**src/logic/lsu_pkg.sv**
```systemverilog
package lsu_pkg;

  // basic word and address types
  typedef logic [31:0] addr_t;
  typedef logic [31:0] data_t;
  typedef logic [3:0]  be_t;
  typedef logic [7:0]  ram_index_t;

  // credit counter, wide enough for both credit pools
  typedef logic [2:0] cred_cnt_t;

  // 1 means the access went out on the external port
  typedef logic route_t;

  // region field of the address that picks the local RAM
  localparam int          REGION_HI    = 31;
  localparam int          REGION_LO    = 20;
  localparam logic [11:0] LOCAL_REGION = 12'h001;

  // data RAM geometry, word addressed
  localparam int RAM_WORDS  = 256;
  localparam int RAM_IDX_HI = 9;
  localparam int RAM_IDX_LO = 2;

  // requester credits, also the depth of every internal FIFO
  localparam int REQ_CREDITS = 4;

  // external slots after reset
  localparam cred_cnt_t EXT_CREDITS = 3'd2;

  typedef struct packed {
    logic  valid;
    addr_t addr;
    logic  we;
    be_t   be;
    data_t wdata;
  } lsu_req_t;

  typedef struct packed {
    logic  valid;
    data_t rdata;
  } lsu_rsp_t;

endpackage

```
**src/logic/lsu_dispatch.sv**
```systemverilog
module lsu_dispatch (
  input  logic              clk,
  input  logic              rst_n,
  input  lsu_pkg::lsu_req_t req_i,
  input  logic              ext_credit_i,
  output lsu_pkg::lsu_req_t ram_req_o,
  output lsu_pkg::lsu_req_t ext_req_o,
  output logic              tag_push_o,
  output lsu_pkg::route_t   tag_o
);

  lsu_pkg::lsu_req_t  head;
  logic               buf_empty;
  logic               buf_full;
  lsu_pkg::route_t    is_ext;
  logic               dispatch;
  logic               ext_send;
  lsu_pkg::cred_cnt_t ext_cnt_q;

  // input buffer, sized by the requester credits
  sync_fifo #(
    .WIDTH ($bits(lsu_pkg::lsu_req_t)),
    .DEPTH (lsu_pkg::REQ_CREDITS)
  ) req_buf_inst (
    .clk         (clk),
    .rst_n       (rst_n),
    .push_i      (req_i.valid),
    .push_data_i (req_i),
    .pop_i       (dispatch),
    .head_o      (head),
    .empty_o     (buf_empty),
    .full_o      (buf_full)
  );

  // anything outside the local region goes external
  assign is_ext = (head.addr[lsu_pkg::REGION_HI:lsu_pkg::REGION_LO] != lsu_pkg::LOCAL_REGION);

  // an external head stalls the whole buffer until a slot frees up
  assign dispatch = !buf_empty && (!is_ext || (ext_cnt_q != '0));
  assign ext_send = dispatch && is_ext;

  always_comb begin
    ram_req_o       = head;
    ram_req_o.valid = dispatch && !is_ext;
    ext_req_o       = head;
    ext_req_o.valid = ext_send;
  end

  assign tag_push_o = dispatch;
  assign tag_o      = is_ext;

  // external credits, one spent per send, one back per pulse
  always_ff @(posedge clk or negedge rst_n) begin
    if (!rst_n) begin
      ext_cnt_q <= lsu_pkg::EXT_CREDITS;
    end else begin
      ext_cnt_q <= ext_cnt_q + lsu_pkg::cred_cnt_t'(ext_credit_i)
                   - lsu_pkg::cred_cnt_t'(ext_send);
    end
  end

  // requester sent without holding a credit
  assert property (@(posedge clk) disable iff (!rst_n) req_i.valid |-> !buf_full)
    else $error("request arrived while input buffer full");

  // device returned more credits than it was given
  assert property (@(posedge clk) disable iff (!rst_n) ext_cnt_q <= lsu_pkg::EXT_CREDITS)
    else $error("external credit count above limit");

endmodule

```
**src/logic/sync_fifo.sv**
```systemverilog
module sync_fifo #(
  parameter int WIDTH = 8,
  parameter int DEPTH = 4
) (
  input  logic             clk,
  input  logic             rst_n,
  input  logic             push_i,
  input  logic [WIDTH-1:0] push_data_i,
  input  logic             pop_i,
  output logic [WIDTH-1:0] head_o,
  output logic             empty_o,
  output logic             full_o
);

  localparam int PTR_W = (DEPTH > 1) ? $clog2(DEPTH) : 1;
  localparam int CNT_W = $clog2(DEPTH + 1);

  logic [WIDTH-1:0] mem [DEPTH];
  logic [PTR_W-1:0] wr_ptr_q;
  logic [PTR_W-1:0] rd_ptr_q;
  logic [CNT_W-1:0] count_q;

  assign head_o  = mem[rd_ptr_q];
  assign empty_o = (count_q == '0);
  assign full_o  = (count_q == CNT_W'(DEPTH));

  // storage only, no reset needed
  always_ff @(posedge clk) begin
    if (push_i) begin
      mem[wr_ptr_q] <= push_data_i;
    end
  end

  always_ff @(posedge clk or negedge rst_n) begin
    if (!rst_n) begin
      wr_ptr_q <= '0;
      rd_ptr_q <= '0;
      count_q  <= '0;
    end else begin
      if (push_i) begin
        wr_ptr_q <= (wr_ptr_q == PTR_W'(DEPTH - 1)) ? '0 : wr_ptr_q + 1'b1;
      end
      if (pop_i) begin
        rd_ptr_q <= (rd_ptr_q == PTR_W'(DEPTH - 1)) ? '0 : rd_ptr_q + 1'b1;
      end
      count_q <= count_q + CNT_W'(push_i) - CNT_W'(pop_i);
    end
  end

  // callers must respect full and empty
  assert property (@(posedge clk) disable iff (!rst_n) !(push_i && full_o) && !(pop_i && empty_o))
    else $error("sync_fifo overflow or underflow");

endmodule

```
**config.mk**
```make
export PLATFORM = sky130hd
export DESIGN_NAME = lsu_dispatch
export DESIGN_NICKNAME = d
export VERILOG_FILES = /design/src/logic/lsu_pkg.sv /design/src/logic/lsu_dispatch.sv /design/src/logic/sync_fifo.sv
export SDC_FILE = /design/constraint.sdc
export NUM_CORES = 1
export LEC_CHECK = 0
export BUFFER_PORTS_ARGS = -buffer_cell sky130_fd_sc_hd__buf_4
export CAP_MARGIN = 20
export CORE_MARGIN = 5
export CORE_UTILIZATION = 50
export CTS_CLUSTER_SIZE = 16
export DETAILED_ROUTE_END_ITERATION = 12
export PLACE_DENSITY = 0.76
export SYNTH_ARGS = -nofsm -noshare
export SYNTH_HDL_FRONTEND = slang
export SYNTH_SLANG_ARGS = --single-unit
```
**constraint.sdc**
```tcl
create_clock -name clk -period 3.5 [get_ports clk]
set_clock_uncertainty 0.05 [all_clocks]
set_input_delay 0.35 -clock clk [delete_from_list [all_inputs] [get_ports clk]]
set_output_delay 0.35 -clock clk [all_outputs]
set_load 0.01 [all_outputs]
```
==> Word-level counts from Yosys, hierarchy flattened <==
Memory sizes are Yosys's and may differ from the RTL's.
Cells that the tools add are included.
{ "word_totals": {"reg_bits": 10, "ram_bits": 280, "input_bits": 73, "out_inout_bits": 142, "word_cells": 26, "n_memories": 1} }
{ "memory_table": {"columns": ["memory", "words", "width", "rd", "rd_ports_with_merged_regs", "write_ports", "line_no", "source"], "rows": [
  ["req_buf_inst.mem", 4, 70, 1, 0, 1, "sync_fifo.sv:18", "logic [WIDTH-1:0] mem [DEPTH];"]
]} }
{ "op_classes": {"addsub": 6, "eq_ne": 3, "n_mux": 4, "reduce_logical": 8} }
{ "ops": {"columns": ["operator", "n"], "rows": [
  ["$ne 12x1->1 const B", 1],
  ["$add 3x1->3", 2],
  ["$sub 3x1->3", 2],
  ["$add 2x1->2 const B", 2],
  ["$eq 2x2->1 const B", 2],
  ["$mux 2", 2],
  ["$logic_and 1x1->1", 3],
  ["$logic_not 3->1", 1],
  ["$reduce_bool 3->1", 1],
  ["$logic_not 1->1", 2],
  ["$mux 1", 2],
  ["$logic_or 1x1->1", 1]
]} }

==> Longest topological paths before layout <==
An unclocked memory read counts as a cell.
{ "logic_depth": {"ltp_word": 7, "mapped_depth": 13, "ltp_nobuf": 11} }

==> Hierarchy <==
From an unflattened synthesis, not the netlist that was laid out.
{ "hier_totals": {"cells_unflattened": 493, "hier_area_um2": 11375.9} }
{ "modules_own_cells": {"columns": ["module", "instances", "cells_each", "area_per_inst_um2", "seq_area_each_um2"], "rows": [
  ["sync_fifo", 1, 402, 10590.2, 8583.2],
  ["lsu_dispatch", 1, 91, 785.8, 76.3]
]} }

==> Least setup slack after synthesis <==
Ideal clock, no wire load.
{ "synth_timing": {"kind": "register to register", "from": "register req_buf_inst.rd_ptr_q[1]", "to": "register req_buf_inst.count_q[2]", "setup_ns": 0.123, "arrival_time_ns": 3.023, "required_time_ns": 3.327, "slack_ns": 0.304, "stages_incl_launch_ff": 14, "n_path_buf": 2, "synth_period_minus_slack_ns": 3.196, "path_cell_list": "dfrtp_1 buf_2 clkbuf_1 mux4_2 nor4_4 a31oi_1 nor2_1 ha_1 inv_1 ha_1 inv_1 fa_1 xnor2_1 xnor2_1"} }
{ "synth_lines": {"columns": ["item", "line_no", "source"], "rows": [
  ["start, declared", "sync_fifo.sv:20", "logic [PTR_W-1:0] rd_ptr_q;"],
  ["start signal, assigned", "sync_fifo.sv:44", "rd_ptr_q <= (rd_ptr_q == PTR_W'(DEPTH - 1)) ? '0 : rd_ptr_q + 1'b1;"],
  ["end signal, assigned", "sync_fifo.sv:46", "count_q <= count_q + CNT_W'(push_i) - CNT_W'(pop_i);"],
  ["end, declared", "sync_fifo.sv:21", "logic [CNT_W-1:0] count_q;"]
]} }

==> Final worst setup path <==
{ "layout_timing": {"from": "register req_buf_inst.rd_ptr_q[0]", "to": "register ext_cnt_q[2]"} }
{ "layout_between": {"elab_chain_len": 7} }
{ "layout_rtl": {"columns": ["item", "line_no", "source"], "rows": [
  ["$mem_v2 4x70 (*)", null, null],
  ["$ne 12x1->1 (*)", "lsu_dispatch.sv:36", "assign is_ext = (head.addr[lsu_pkg::REGION_HI:lsu_pkg::REGION_LO] != lsu_pkg::LOCAL_REGION);"],
  ["$logic_not 1->1", "lsu_dispatch.sv:39", "assign dispatch = !buf_empty && (!is_ext || (ext_cnt_q != '0));"],
  ["$logic_or 1x1->1", "lsu_dispatch.sv:39", null],
  ["$logic_and 1x1->1", "lsu_dispatch.sv:39", null],
  ["$logic_and 1x1->1 (*)", "lsu_dispatch.sv:40", "assign ext_send = dispatch && is_ext;"],
  ["$sub 3x1->3 (*)", "lsu_dispatch.sv:58", "- lsu_pkg::cred_cnt_t'(ext_send);"],
  ["end signal, assigned", "lsu_dispatch.sv:55", "ext_cnt_q <= lsu_pkg::EXT_CREDITS;"],
  ["end signal, assigned", "lsu_dispatch.sv:57", "ext_cnt_q <= ext_cnt_q + lsu_pkg::cred_cnt_t'(ext_credit_i)"],
  ["end, declared", "lsu_dispatch.sv:18", "lsu_pkg::cred_cnt_t ext_cnt_q;"]
]} }
Every way passes the cells marked *; elsewhere a longest branch is shown, timed or not.
A chain may end at the register's enable or synchronous reset.

==> summary.txt <==
Clock tree
  – CTS tree: done
  – TritonCTS buffer count: 29
  – Reg clk slew, reported paths: 0.07 ns
  – Skew-Pair Late Insertion Delay: 0.54 ns
  – Resize count post-CTS: 0
  – H-tree depth: 1
  – Clock buffer depth: 3
  – Clock root buffer: clkbuf_16
  – CTS sink count: 286

Timing
  – Final hold slack: 0.0322 ns
  – Final Cycle Share: 92.4%
  – RSZ-0062 raised after global routing: no
  – Slew Limit Fails: 0
  – Slew headroom: 27.2%
  – Setup TNS: 0 ns
  – Worst slew pin tran: 1.09 ns
  – Final Setup Violations: 0
  – Final count of hold timing violations: 0
  – Minimum clock period: 3.23 ns
  – Fmax: 309 MHz

Power and ir drop
  – Comb power frac: 38.0%
  – Sw Share: 30.1%
  – PD cells: 885 nW/um^2
  – Static leakage: 5.20 nW
  – Internal power: 8.90 mW
  – Psw: 3.83 mW
  – Clock Power Share: 25.6%
  – Sequential power share: 36.4%
  – Worst ir drop on vdd: 479 uV

Route
  – Vias: 5490
  – Metal-1 WL: 8.94 mm
  – 1st-pass router iterations: 4
  – Wire per inst: 22.0 um
  – Post-Route WL: 22.8 mm
  – Met2 Wirelength: 11.8 mm
  – WL met3: 1.62 mm
  – Vias per inst: 5.29
  – Highest metal layer with signal wires: met4
  – DRT antenna net count: 0
  – Detailed Route Iter0 Violations: 255
  – # DRC: 0

Cells and area
  – Antenna cell count: 0
  – Area growth syn-to-layout: 29.1%
  – Post-route insts no fill: 1038
  – Fraction of layout cells with a size suffix above 1: 46.2%
  – Final Cell Area: 14400 um^2
  – Final nets: 821

Synth
  – Most frequent cell after synthesis: edfxtp_1
  – Synthesized Nets: 578
  – Mapped Avg Cell Area: 22.6 um^2
  – Top_reg_cell synth: edfxtp_1
  – EDFF count, synth: 276
  – Top-area cell type share of the netlist area: 74.3%
  – Register area share after synthesis: 76.6%
  – Synth cell types: 26
  – Ys Warns: 0
  – Synthesized cell area: 11200 um^2
  – Instance count of the mapped netlist: 494
  – Yosys top cell by area: edfxtp_1
  – #FFs+latches synth: 286
  – Top cells by area, synth: edfxtp_1 74%, mux4_2 14%, buf_4 4.7%
  – Post-synth top cells: 276 x edfxtp_1, 70 x buf_4, 69 x mux4_2, 11 x inv_1
  – Async SR Flop Fraction: 3.50%

Min path
  – Hold Path Stages: 2
  – Hold WC Path Type: input pin to flip-flop
  – Worst min-delay path startpoint: req_i[69]
  – Worst Hold Path EP: req_buf_inst.wr_ptr_q[0]

GRT
  – Initial antenna violation count: 0
  – GRT Util Overall: 17.4%
  – Largest net degree at the start of global routing: 70
  – Vias in the first global route: 6010
  – Global-route wire length before repair: 34.9 mm
  – Grt ovf: 0

Die
  – Placement Rows: 54
  – Die footprint: 25400 um^2
  – Boundary Pins: 215
  – Initial core utilization: 50.9%
  – Die Ht: 159 um
  – Core area: 21900 um^2
  – Chip width: 159 um

Setup path
  – Worst r2r src: req_buf_inst.rd_ptr_q[0]
  – Startpoint Class: flip-flop
  – Crit path arrival time: 3.65 ns
  – Critical path peak fanout: 5
  – Reg2reg end: ext_cnt_q[2]
  – WP data required: 3.91 ns
  – Worst r2r path cells: 11
  – FF-to-FF setup slack: 0.27 ns
  – Crit path capture type: flip-flop
  – Critical path type: flip-flop to flip-flop

Placed design
  – Routability Congestion: 0.701
  – Placement Cell Area: 12600 um^2
  – Placed cell count: 908
  – Detailed Place HPWL: 13.0 mm
  – PortBufs: 214

Flow run
  – Max Cap Violations: 0

Outcome
  – Status: completed
## worst max path at each step
stage,from,depth (start not counted),end
after global routing,req_buf_inst.rd_ptr_q[0],11,ext_cnt_q[2]
after floorplan,req_buf_inst.rd_ptr_q[1],13,req_buf_inst.count_q[2]
after detailed placement,req_buf_inst.rd_ptr_q[0],10,ext_cnt_q[2]
final,req_buf_inst.rd_ptr_q[0],11,ext_cnt_q[2]
after CTS,req_buf_inst.rd_ptr_q[0],10,ext_cnt_q[2]
after global placement,req_buf_inst.rd_ptr_q[0],10,ext_cnt_q[2]
## sequential cells by signal, summed over array words and instances (netlist names)
| register | cells |
|---|---|
| req_buf_inst.mem | 276 |
| ext_cnt_q | 3 |
| req_buf_inst.count_q | 3 |
| req_buf_inst.rd_ptr_q | 2 |
| req_buf_inst.wr_ptr_q | 2 |
## stage by stage
stage / worst slack [ns] / utilization [%] / total power, mW
after floorplan: 0.304 / - / 7.84
after global placement: 0.283 / 57.4 / 9.29
after detailed placement: 0.160 / 57.4 / 9.41
after CTS: 0.138 / 65.3 / 12.8
after global routing: 0.0517 / 65.7 / 13.3
final: 0.267 / 65.7 / 12.7
## layout make-up
type	instances	area, um^2
clock buffers	32	737
repair buffers	298	2470
multi-input cells	111	1970
well taps	280	350
clock inverters	20	277
fillers	1391	7500
inverters	11	41.3
flip-flops and latches	286	8550
## routing by layer
layer / up-vias / global-route usage, %
li1: 2423 / -
met1: 2803 / 22.3
met2: 232 / 30.7
met3: 32 / 3.93
met4: 0 / 3.88
met5: - / 0
## cell usage in the layout (no fill, tap or decap), types with 2 or more instances in the layout
| cell type | count |
|---|---|
| dfrtp_1 | 7 |
| clkinv_2 | 6 |
| bufinv_16 | 7 |
| a22o_1 | 2 |
| dfrtp_4 | 2 |
| dlygate4sd3_1 | 71 |
| nand3_1 | 2 |
| xnor2_1 | 4 |
| ha_1 | 9 |
| mux4_2 | 69 |
| inv_1 | 11 |
| edfxtp_1 | 276 |
| and4b_1 | 2 |
| inv_6 | 2 |
| a221o_1 | 2 |
| and2_4 | 4 |
| clkinv_1 | 5 |
| nor2_1 | 3 |
| fa_1 | 2 |
| nor3_1 | 2 |
| buf_4 | 223 |
| and2_1 | 2 |
| clkbuf_1 | 3 |
| clkbuf_16 | 29 |
| buf_12 | 2 |
| nor4_4 | 2 |
| o21ai_0 | 2 |
## timing repair
action / in CTS / in global routing
hold buffers: 71 / 0
endpoints found under the hold margin: 287 / 0
endpoints found under the setup margin: 0 / 2
setup buffers: 0 / 6
## power by group through the flow
stage / registers (mW) / logic, mW / clock network (mW)
detailed placement: 4.77 / 4.64 / 0
CTS: 4.71 / 4.73 / 3.33
global route: 4.68 / 5.19 / 3.48
floorplan: 4.61 / 3.23 / 0
global placement: 4.73 / 4.57 / 0
finish: 4.63 / 4.84 / 3.26
## critical path: stages, from the launching register on
cell and delay [ns]:
dfrtp_4 0.51, buf_12 0.15, mux4_2 0.48, nor4b_4 0.39
nand3_1 0.19, and2_1 0.20, ha_1 0.27, inv_1 0.04
ha_1 0.19, fa_1 0.38, xnor2_1 0.19, xnor2_1 0.14
## kinds of logic (layout without fill, tap and decap cells)
logic type               Yosys count  after routing  synth area share (%)
flip-flops                       286            286                  76.6
buffers and inverters             97            361                  5.83
multiplexers                      69             69                  13.9
AND/OR/NAND/NOR                   20             20                  1.48
adder cells (fa/ha/maj)           11             11                  1.37
AO/OA/AOI/OAI                      7              7                 0.483
XOR/XNOR                           4              4                 0.314
Power figures use the tool's default switching activity.
