--- src/logic/lsu_pkg.sv ---
package lsu_pkg;

  // basic word and address types
  typedef logic [31:0] addr_t;
  typedef logic [31:0] data_t;
  typedef logic [3:0]  be_t;
  typedef logic [7:0]  ram_index_t;

  // credit counter, wide enough for both credit pools
  typedef logic [2:0] cred_cnt_t;

  // 1 means the access went out on the external port
  typedef logic route_t;

  // region field of the address that picks the local RAM
  localparam int          REGION_HI    = 31;
  localparam int          REGION_LO    = 20;
  localparam logic [11:0] LOCAL_REGION = 12'h001;

  // data RAM geometry, word addressed
  localparam int RAM_WORDS  = 256;
  localparam int RAM_IDX_HI = 9;
  localparam int RAM_IDX_LO = 2;

  // requester credits, also the depth of every internal FIFO
  localparam int REQ_CREDITS = 4;

  // external slots after reset
  localparam cred_cnt_t EXT_CREDITS = 3'd2;

  typedef struct packed {
    logic  valid;
    addr_t addr;
    logic  we;
    be_t   be;
    data_t wdata;
  } lsu_req_t;

  typedef struct packed {
    logic  valid;
    data_t rdata;
  } lsu_rsp_t;

endpackage

--- src/logic/rsp_merge.sv ---
module rsp_merge (
  input  logic              clk,
  input  logic              rst_n,
  input  logic              tag_push_i,
  input  lsu_pkg::route_t   tag_i,
  input  lsu_pkg::lsu_rsp_t ram_rsp_i,
  input  lsu_pkg::lsu_rsp_t ext_rsp_i,
  output lsu_pkg::lsu_rsp_t rsp_o,
  output logic              req_credit_o
);

  lsu_pkg::route_t    tag_head;
  logic               tag_empty;
  logic               tag_full;
  lsu_pkg::data_t     loc_head;
  lsu_pkg::data_t     ext_head;
  logic               loc_empty;
  logic               ext_empty;
  logic               loc_full;
  logic               ext_full;
  logic               loc_avail;
  logic               ext_avail;
  logic               take;
  logic               loc_take;
  logic               ext_take;
  logic               loc_push;
  logic               ext_push;
  lsu_pkg::data_t     sel_data;
  logic               rsp_valid_q;
  lsu_pkg::data_t     rsp_data_q;
  lsu_pkg::cred_cnt_t ext_wait_q;

  // route of every access in flight, oldest at the head
  sync_fifo #(
    .WIDTH (1),
    .DEPTH (lsu_pkg::REQ_CREDITS)
  ) tag_fifo_inst (
    .clk         (clk),
    .rst_n       (rst_n),
    .push_i      (tag_push_i),
    .push_data_i (tag_i),
    .pop_i       (take),
    .head_o      (tag_head),
    .empty_o     (tag_empty),
    .full_o      (tag_full)
  );

  sync_fifo #(
    .WIDTH ($bits(lsu_pkg::data_t)),
    .DEPTH (lsu_pkg::REQ_CREDITS)
  ) loc_fifo_inst (
    .clk         (clk),
    .rst_n       (rst_n),
    .push_i      (loc_push),
    .push_data_i (ram_rsp_i.rdata),
    .pop_i       (loc_take && !loc_empty),
    .head_o      (loc_head),
    .empty_o     (loc_empty),
    .full_o      (loc_full)
  );

  sync_fifo #(
    .WIDTH ($bits(lsu_pkg::data_t)),
    .DEPTH (lsu_pkg::REQ_CREDITS)
  ) ext_fifo_inst (
    .clk         (clk),
    .rst_n       (rst_n),
    .push_i      (ext_push),
    .push_data_i (ext_rsp_i.rdata),
    .pop_i       (ext_take && !ext_empty),
    .head_o      (ext_head),
    .empty_o     (ext_empty),
    .full_o      (ext_full)
  );

  // an empty FIFO is bypassed by the response arriving this cycle
  always_comb begin
    loc_avail = !loc_empty || ram_rsp_i.valid;
    ext_avail = !ext_empty || ext_rsp_i.valid;
    take      = !tag_empty && (tag_head ? ext_avail : loc_avail);
    loc_take  = take && !tag_head;
    ext_take  = take && tag_head;
    loc_push  = ram_rsp_i.valid && !(loc_take && loc_empty);
    ext_push  = ext_rsp_i.valid && !(ext_take && ext_empty);
    if (tag_head) begin
      sel_data = ext_empty ? ext_rsp_i.rdata : ext_head;
    end else begin
      sel_data = loc_empty ? ram_rsp_i.rdata : loc_head;
    end
  end

  always_ff @(posedge clk) begin
    if (take) begin
      rsp_data_q <= sel_data;
    end
  end

  always_ff @(posedge clk or negedge rst_n) begin
    if (!rst_n) begin
      rsp_valid_q <= 1'b0;
      ext_wait_q  <= '0;
    end else begin
      rsp_valid_q <= take;
      ext_wait_q  <= ext_wait_q + lsu_pkg::cred_cnt_t'(tag_push_i && tag_i)
                     - lsu_pkg::cred_cnt_t'(ext_rsp_i.valid);
    end
  end

  assign rsp_o.valid  = rsp_valid_q;
  assign rsp_o.rdata  = rsp_data_q;
  // credit goes back together with its response
  assign req_credit_o = rsp_valid_q;

  // device answered something that was never sent to it
  assert property (@(posedge clk) disable iff (!rst_n)
    ext_rsp_i.valid |-> (ext_wait_q != '0) || (tag_push_i && tag_i))
    else $error("external response with no external request outstanding");

  // tags and responses are bounded by the requester credits
  assert property (@(posedge clk) disable iff (!rst_n)
    !(tag_full && tag_push_i) && !(loc_full && loc_push) && !(ext_full && ext_push))
    else $error("response path overflow");

endmodule

--- src/logic/sync_fifo.sv ---
module sync_fifo #(
  parameter int WIDTH = 8,
  parameter int DEPTH = 4
) (
  input  logic             clk,
  input  logic             rst_n,
  input  logic             push_i,
  input  logic [WIDTH-1:0] push_data_i,
  input  logic             pop_i,
  output logic [WIDTH-1:0] head_o,
  output logic             empty_o,
  output logic             full_o
);

  localparam int PTR_W = (DEPTH > 1) ? $clog2(DEPTH) : 1;
  localparam int CNT_W = $clog2(DEPTH + 1);

  logic [WIDTH-1:0] mem [DEPTH];
  logic [PTR_W-1:0] wr_ptr_q;
  logic [PTR_W-1:0] rd_ptr_q;
  logic [CNT_W-1:0] count_q;

  assign head_o  = mem[rd_ptr_q];
  assign empty_o = (count_q == '0);
  assign full_o  = (count_q == CNT_W'(DEPTH));

  // storage only, no reset needed
  always_ff @(posedge clk) begin
    if (push_i) begin
      mem[wr_ptr_q] <= push_data_i;
    end
  end

  always_ff @(posedge clk or negedge rst_n) begin
    if (!rst_n) begin
      wr_ptr_q <= '0;
      rd_ptr_q <= '0;
      count_q  <= '0;
    end else begin
      if (push_i) begin
        wr_ptr_q <= (wr_ptr_q == PTR_W'(DEPTH - 1)) ? '0 : wr_ptr_q + 1'b1;
      end
      if (pop_i) begin
        rd_ptr_q <= (rd_ptr_q == PTR_W'(DEPTH - 1)) ? '0 : rd_ptr_q + 1'b1;
      end
      count_q <= count_q + CNT_W'(push_i) - CNT_W'(pop_i);
    end
  end

  // callers must respect full and empty
  assert property (@(posedge clk) disable iff (!rst_n) !(push_i && full_o) && !(pop_i && empty_o))
    else $error("sync_fifo overflow or underflow");

endmodule

--- config.mk ---
export PLATFORM = sky130hd
export DESIGN_NAME = rsp_merge
export DESIGN_NICKNAME = d
export VERILOG_FILES = /design/src/logic/lsu_pkg.sv /design/src/logic/rsp_merge.sv /design/src/logic/sync_fifo.sv
export SDC_FILE = /design/constraint.sdc
export NUM_CORES = 1
export LEC_CHECK = 0
export ABC_CLOCK_PERIOD_IN_PS = 8400
export BUFFER_PORTS_ARGS = -buffer_cell sky130_fd_sc_hd__buf_2
export CAP_MARGIN = 20
export CORE_MARGIN = 3
export CORE_UTILIZATION = 42
export DETAILED_ROUTE_END_ITERATION = 16
export SYNTH_ARGS = -nofsm -noshare
export SYNTH_HDL_FRONTEND = slang
export SYNTH_SLANG_ARGS = --single-unit
--- constraint.sdc ---
create_clock -name clk -period 8.4 [get_ports clk]
set_input_delay 1.26 -clock clk [delete_from_list [all_inputs] [get_ports clk]]
set_output_delay 1.26 -clock clk [all_outputs]
set_load 0.1 [all_outputs]
## After elaboration in Yosys (flattened, before gate mapping)

Memory sizes are Yosys's and may differ from the RTL's.
Cells that the tools add are included.

- Add/sub/neg operators: 12
- Equal/unequal tests: 6
- Muxes and demuxes: 16
- Reductions and logical operators: 20

Operators with widths:

| operator | number |
|---|---|
| 32-bit two-way mux | 3 |
| 2-bit by 1-bit adder with 2-bit output, second input constant | 6 |
| 2-bit == test, second input constant | 6 |
| 2-bit two-way mux | 6 |
| 3-bit by 1-bit adder with 3-bit output | 3 |
| 1-bit logical AND | 9 |
| 3-bit zero test | 3 |
| 3-bit by 1-bit subtractor with 3-bit output | 3 |
| 1-bit two-way mux | 7 |
| 1-bit zero test | 6 |
| 1-bit logical OR | 2 |

- Register bits after elaboration: 54
- RAM bits: 260
- Input port bits: 70
- Word-level logic and storage cells: 68
- Memories: 3

Memory list:

| name | depth | bits a word | rd ports | clocked after memory_dff | wr ports | line | RTL |
|---|---|---|---|---|---|---|---|
| ext_fifo_inst.mem | 4 | 32 | 1 | 0 | 1 | sync_fifo.sv:18 | `logic [WIDTH-1:0] mem [DEPTH];` |
| loc_fifo_inst.mem | 4 | 32 | 1 | 0 | 1 | sync_fifo.sv:18 |  |
| tag_fifo_inst.mem | 4 | 1 | 1 | 0 | 1 | sync_fifo.sv:18 |  |

## Depth between registers and ports, before layout

- Depth after elaboration: 11
- Depth in mapped cells: 11

## By module

From an unflattened synthesis, not the netlist that was laid out.

- Cells, all modules: 600
- Area, all modules: 12,869.8 µm²

Modules (own cells, without submodules):

| module | instances | cells each | area an instance (µm²) |
|---|---|---|---|
| sync_fifo (ext_fifo_inst ...) | 2 | 204 | 5,077.4 |
| rsp_merge | 1 | 151 | 2,159.6 |
| sync_fifo (tag_fifo_inst) | 1 | 41 | 555.5 |

## Least setup slack after synthesis

No wires, ideal clock.

- Path kind: input to register
- Start: in ram_rsp_i[32] in the netlist's numbering
- End: reg tag_fifo_inst.count_q[2]
- Data arrival time: 3.201 ns
- Required time: 8.277 ns
- Path slack: 5.076 ns
- Stages on the path: 7
- Path buffers: 0
- Cells stage by stage: o311ai_4 inv_1 ha_1 inv_1 ha_1 fa_1 xnor2_1

- Word-level cells in the longest chain between the ends: 4

RTL lines:

| what | line | RTL |
|---|---|---|
| start, declared | rsp_merge.sv:6 | `input lsu_pkg::lsu_rsp_t ram_rsp_i,` |
| 1-bit logical OR | rsp_merge.sv:78 | `loc_avail = !loc_empty \|\| ram_rsp_i.valid;` |
| 1-bit two-way mux | rsp_merge.sv:80 | `take = !tag_empty && (tag_head ? ext_avail : loc_avail);` |
| 1-bit logical AND | rsp_merge.sv:80 |  |
| via tag_fifo_inst.pop_i | sync_fifo.sv:9 | `input logic pop_i,` |
| 3-bit by 1-bit subtractor with 3-bit output | sync_fifo.sv:46 | `count_q <= count_q + CNT_W'(push_i) - CNT_W'(pop_i);` |
| end signal, assigned | sync_fifo.sv:46 |  |
| end, declared | sync_fifo.sv:21 | `logic [CNT_W-1:0] count_q;` |

The timed path passes the listed nets, and every way through them passes these cells.
A chain may end at the register's enable or synchronous reset.

## Worst setup path after layout

- Start: reg tag_fifo_inst.rd_ptr_q[0]
- End: reg tag_fifo_inst.count_q[2]

- Word-level cells in the longest chain between the ends: 4

RTL lines:

| what | line | RTL |
|---|---|---|
| start, declared | sync_fifo.sv:20 | `logic [PTR_W-1:0] rd_ptr_q;` |
| start signal, assigned | sync_fifo.sv:44 | `rd_ptr_q <= (rd_ptr_q == PTR_W'(DEPTH - 1)) ? '0 : rd_ptr_q + 1'b1;` |
| memory 4 x 1 bit | n/a |  |
| 1-bit two-way mux | rsp_merge.sv:80 |  |
| 1-bit logical AND | rsp_merge.sv:80 |  |
| via tag_fifo_inst.pop_i | sync_fifo.sv:9 |  |
| 3-bit by 1-bit subtractor with 3-bit output | sync_fifo.sv:46 |  |

The timed path passes the listed nets, and every way through them passes these cells.

==> reports/qor.yml <==
outcome:
  status: "finished, final reports clean"
global_route:
  antenna_found_initial: 2
  track_usage_pct: 17.57
  grt_max_degree: 71
  overflow: 0
  grt_pass1_wl_um: 42140
  grt_pass1_vias: 7101
clock_network:
  insertion_delay_ns: 0.50
  hold_buffers: 0
  cts_tree: "built"
  cts.clk_slew.worst_paths_ns: 0.06
  htreeDepth: 2
  cts_max_path_buffers: 3
  cts.repair.resized: 0
  cts-buffers-inserted: 34
  post_cts_buffers: 0
  cts.sinks: 314
  cts_root_buffer: "clkbuf_16"
detailed_routing:
  routed-wl-met2_um: 13930
  drt_iter0_markers: 477
  met1_length_um: 11560
  wirelength_um: 27440
  dr.max_layer_used: "met5"
  wl_met3_um: 1518
  num_vias: 6482
  ant_nets: 0
  drt_first_pass_iters: 7
  vias_per_cell: 5.433
  post_drt_wl_per_cell_um: 23.00
  drc_errors: 0
pwr:
  irDropWorstVdd_mv: 0.2535
  powerDensity_nw_per_um2: 424.2
  p_int_w: 0.003878
  power.leakage_nw: 5.086
  p_seq_share_pct: 38.6
  swShare_pct: 37.65
  switchingPower_w: 0.002342
  clkPwrFrac_pct: 24.3
  p_comb_share_pct: 37.1
  power.total_w: 0.006220
critical_path:
  setup.worst_path.class: "flip-flop to flip-flop"
  crit_chain: "mux4_2, buf_4, nand3b_1, o311ai_4, clkinv_1, buf_4, ha_1, inv_1, ha_1, fa_1, xnor2_1"
  end_kind: "flip-flop"
  crit_path_max_fanout: 70
  slowest_delay_ns: 0.65
  crit_buf_inv: 4
  slowest_stage: "buf_4"
  cp_top_family: "buffers and inverters"
  cp.arrival_ns: 3.83
  worstSetupStartpointType: "flip-flop"
  cp_data_required_time_ns: 8.78
sta:
  rsz0062_at_grt: "false"
  finalClockSkew_ns: 0.01345
  slew_headroom_pct: 35.05
  fin_hold_ws_ns: 0.5592
  fmax_ghz: 0.2896
  setup_tns_ns: 0
  tightest_slew_ns: 0.9742
  setup_viol: 0
  finalMaxSlewViolations: 0
  worst_slack_ns: 4.947
  finalHoldViolCount: 0
  min_period_over_period_pct: 41.11
  period_needed_ns: 3.453
final_layout:
  nFillCells: 2497
  layout-drive-gt1-share_pct: 30.78
  final_util_pct: 50.27
  layout_common_cells: "edfxtp_1, buf_2, nand2_1, mux4_2, and2_1"
  area_growth_syn_to_layout_pct: 16.18
  antennaDiodeCount: 0
  nNetsFinal: 878
  layout_commonest_cell: "edfxtp_1"
floorplanning:
  dieArea_um2: 32170
  die_w_um: 179.4
  boundaryPins: 104
  start_util_pct: 43.27
  rows: 62
  die_h_um: 179.4
  core_um2: 29170
logic_synthesis:
  synth_compound_area_share_pct: 3.985
  synth_top_family_by_area: "multiplexers"
  synth.avg_cell_area_um2: 18.73
  synth-simple-area-share_pct: 4.927
  syn-instance-count: 674
  ys_seq_area_share_pct: 73.84
  syn_area_um2: 12620
  ys_seq_elements: 314
  yosysWarnings: 0
  synth_cell_types: 28
  syn_nets: 768
  synthMuxAreaShare_pct: 12.22
  synth_fa_ha_area_share_pct: 2.558
  synth_xor_area_share_pct: 0.4164
placed_design:
  place_congestion: 0.7049
  dp_hpwl_um: 16290
  portBuffers: 103
  place_ws_ns: 4.872
min_path:
  hold_path.class: "flip-flop to flip-flop"
run:
  drv_cap: 0
==> flip-flops by register name, indices dropped and copies added, names as in the netlist <==
register,flops
ext_fifo_inst.mem,128
loc_fifo_inst.mem,128
rsp_data_q,32
tag_fifo_inst.mem,4
ext_fifo_inst.count_q,3
loc_fifo_inst.count_q,3
tag_fifo_inst.count_q,3
ext_fifo_inst.rd_ptr_q,2
ext_fifo_inst.wr_ptr_q,2
loc_fifo_inst.rd_ptr_q,2
loc_fifo_inst.wr_ptr_q,2
tag_fifo_inst.rd_ptr_q,2
tag_fifo_inst.wr_ptr_q,2
req_credit_o,1
==> area by class of cell <==
| cell class | count | area, um^2 | area share (%) |
|---|---|---|---|
| Multi-Input combinational cell | 302 | 3063 | 20.89 |
| Tap cell | 384 | 480.5 | 3.277 |
| Clock inverter | 19 | 236.5 | 1.613 |
| Inverter | 20 | 75.07 | 0.5120 |
| Clock buffer | 42 | 902.1 | 6.152 |
| Timing Repair Buffer | 112 | 583.1 | 3.976 |
| Sequential cell | 314 | 9323 | 63.58 |
==> worst paths after layout <==
| check | start | endpoint | slack (ns) | depth (start not counted) |
|---|---|---|---|---|
| min in group asynchronous | rst_n | loc_fifo_inst.wr_ptr_q[0] | 0.74 | 1 |
| min | loc_fifo_inst.rd_ptr_q[0] | loc_fifo_inst.rd_ptr_q[0] | 0.56 | 1 |
| max in group asynchronous | rst_n | loc_fifo_inst.rd_ptr_q[1] | 7.27 | 1 |
| max | tag_fifo_inst.rd_ptr_q[0] | tag_fifo_inst.count_q[2] | 4.95 | 11 |
| min reg2reg | loc_fifo_inst.rd_ptr_q[0] | loc_fifo_inst.rd_ptr_q[0] | 0.56 | 1 |
| max reg2reg | tag_fifo_inst.rd_ptr_q[0] | tag_fifo_inst.count_q[2] | 4.95 | 11 |
==> through the flow <==
stage                     cells  cell area [um^2]
final                      1193             14660
after CTS                  1193             14660
after detailed placement   1132             13520
after floorplan             674             12620
after global placement     1132             13520
after global routing       1193             14660
==> logic make-up after synthesis <==
logic type | Yosys count
XOR/XNOR | 6
adder cells (fa/ha/maj) | 24
AO/OA/AOI/OAI | 71
buffers and inverters | 58
flip-flops | 314
multiplexers | 72
AND/OR/NAND/NOR | 129
==> power by group through the flow <==
stage | Combinational [W] | Clock [W] | Sequential (W)
floorplan | 0.00125 | 0 | 0.00294
global placement | 0.00229 | 0 | 0.00241
detailed placement | 0.00233 | 0 | 0.00244
CTS | 0.00235 | 0.00154 | 0.00241
global route | 0.00249 | 0.00160 | 0.00244
finish | 0.00231 | 0.00151 | 0.00240
==> Yosys cell counts <==
library cell | n | area [um^2]
edfxtp_1 | 292 | 8768
nand2_1 | 68 | 255.2
mux4_2 | 65 | 1464
and2_1 | 41 | 256.5
a211oi_1 | 32 | 240.2
a31oi_1 | 32 | 200.2
dfrtp_1 | 22 | 550.5
clkbuf_1 | 21 | 78.83
ha_1 | 21 | 262.8
inv_1 | 20 | 75.07
buf_2 | 12 | 60.06
mux2_2 | 7 | 78.83
nor2_1 | 5 | 18.77
and3_1 | 4 | 25.02
nor3_1 | 4 | 20.02
o21ai_0 | 4 | 20.02
xnor2_1 | 4 | 35.03
buf_4 | 3 | 22.52
fa_1 | 3 | 60.06
or3_1 | 3 | 18.77
buf_6 | 2 | 22.52
nand3_1 | 2 | 10.01
xor2_1 | 2 | 17.52
a21o_1 | 1 | 7.510
nand3b_1 | 1 | 7.510
nor3_2 | 1 | 10.01
o311ai_4 | 1 | 26.28
o31a_1 | 1 | 8.760
==> per-layer routing <==
| layer | track usage (%) | up-vias |
|---|---|---|
| met3 | 3.350 | 36 |
| li1 | - | 2891 |
| met1 | 23.76 | 3375 |
| met4 | 3.737 | 4 |
| met2 | 30.03 | 176 |
| met5 | 0 | - |
Note: power is estimated with default switching activity, not from simulation.
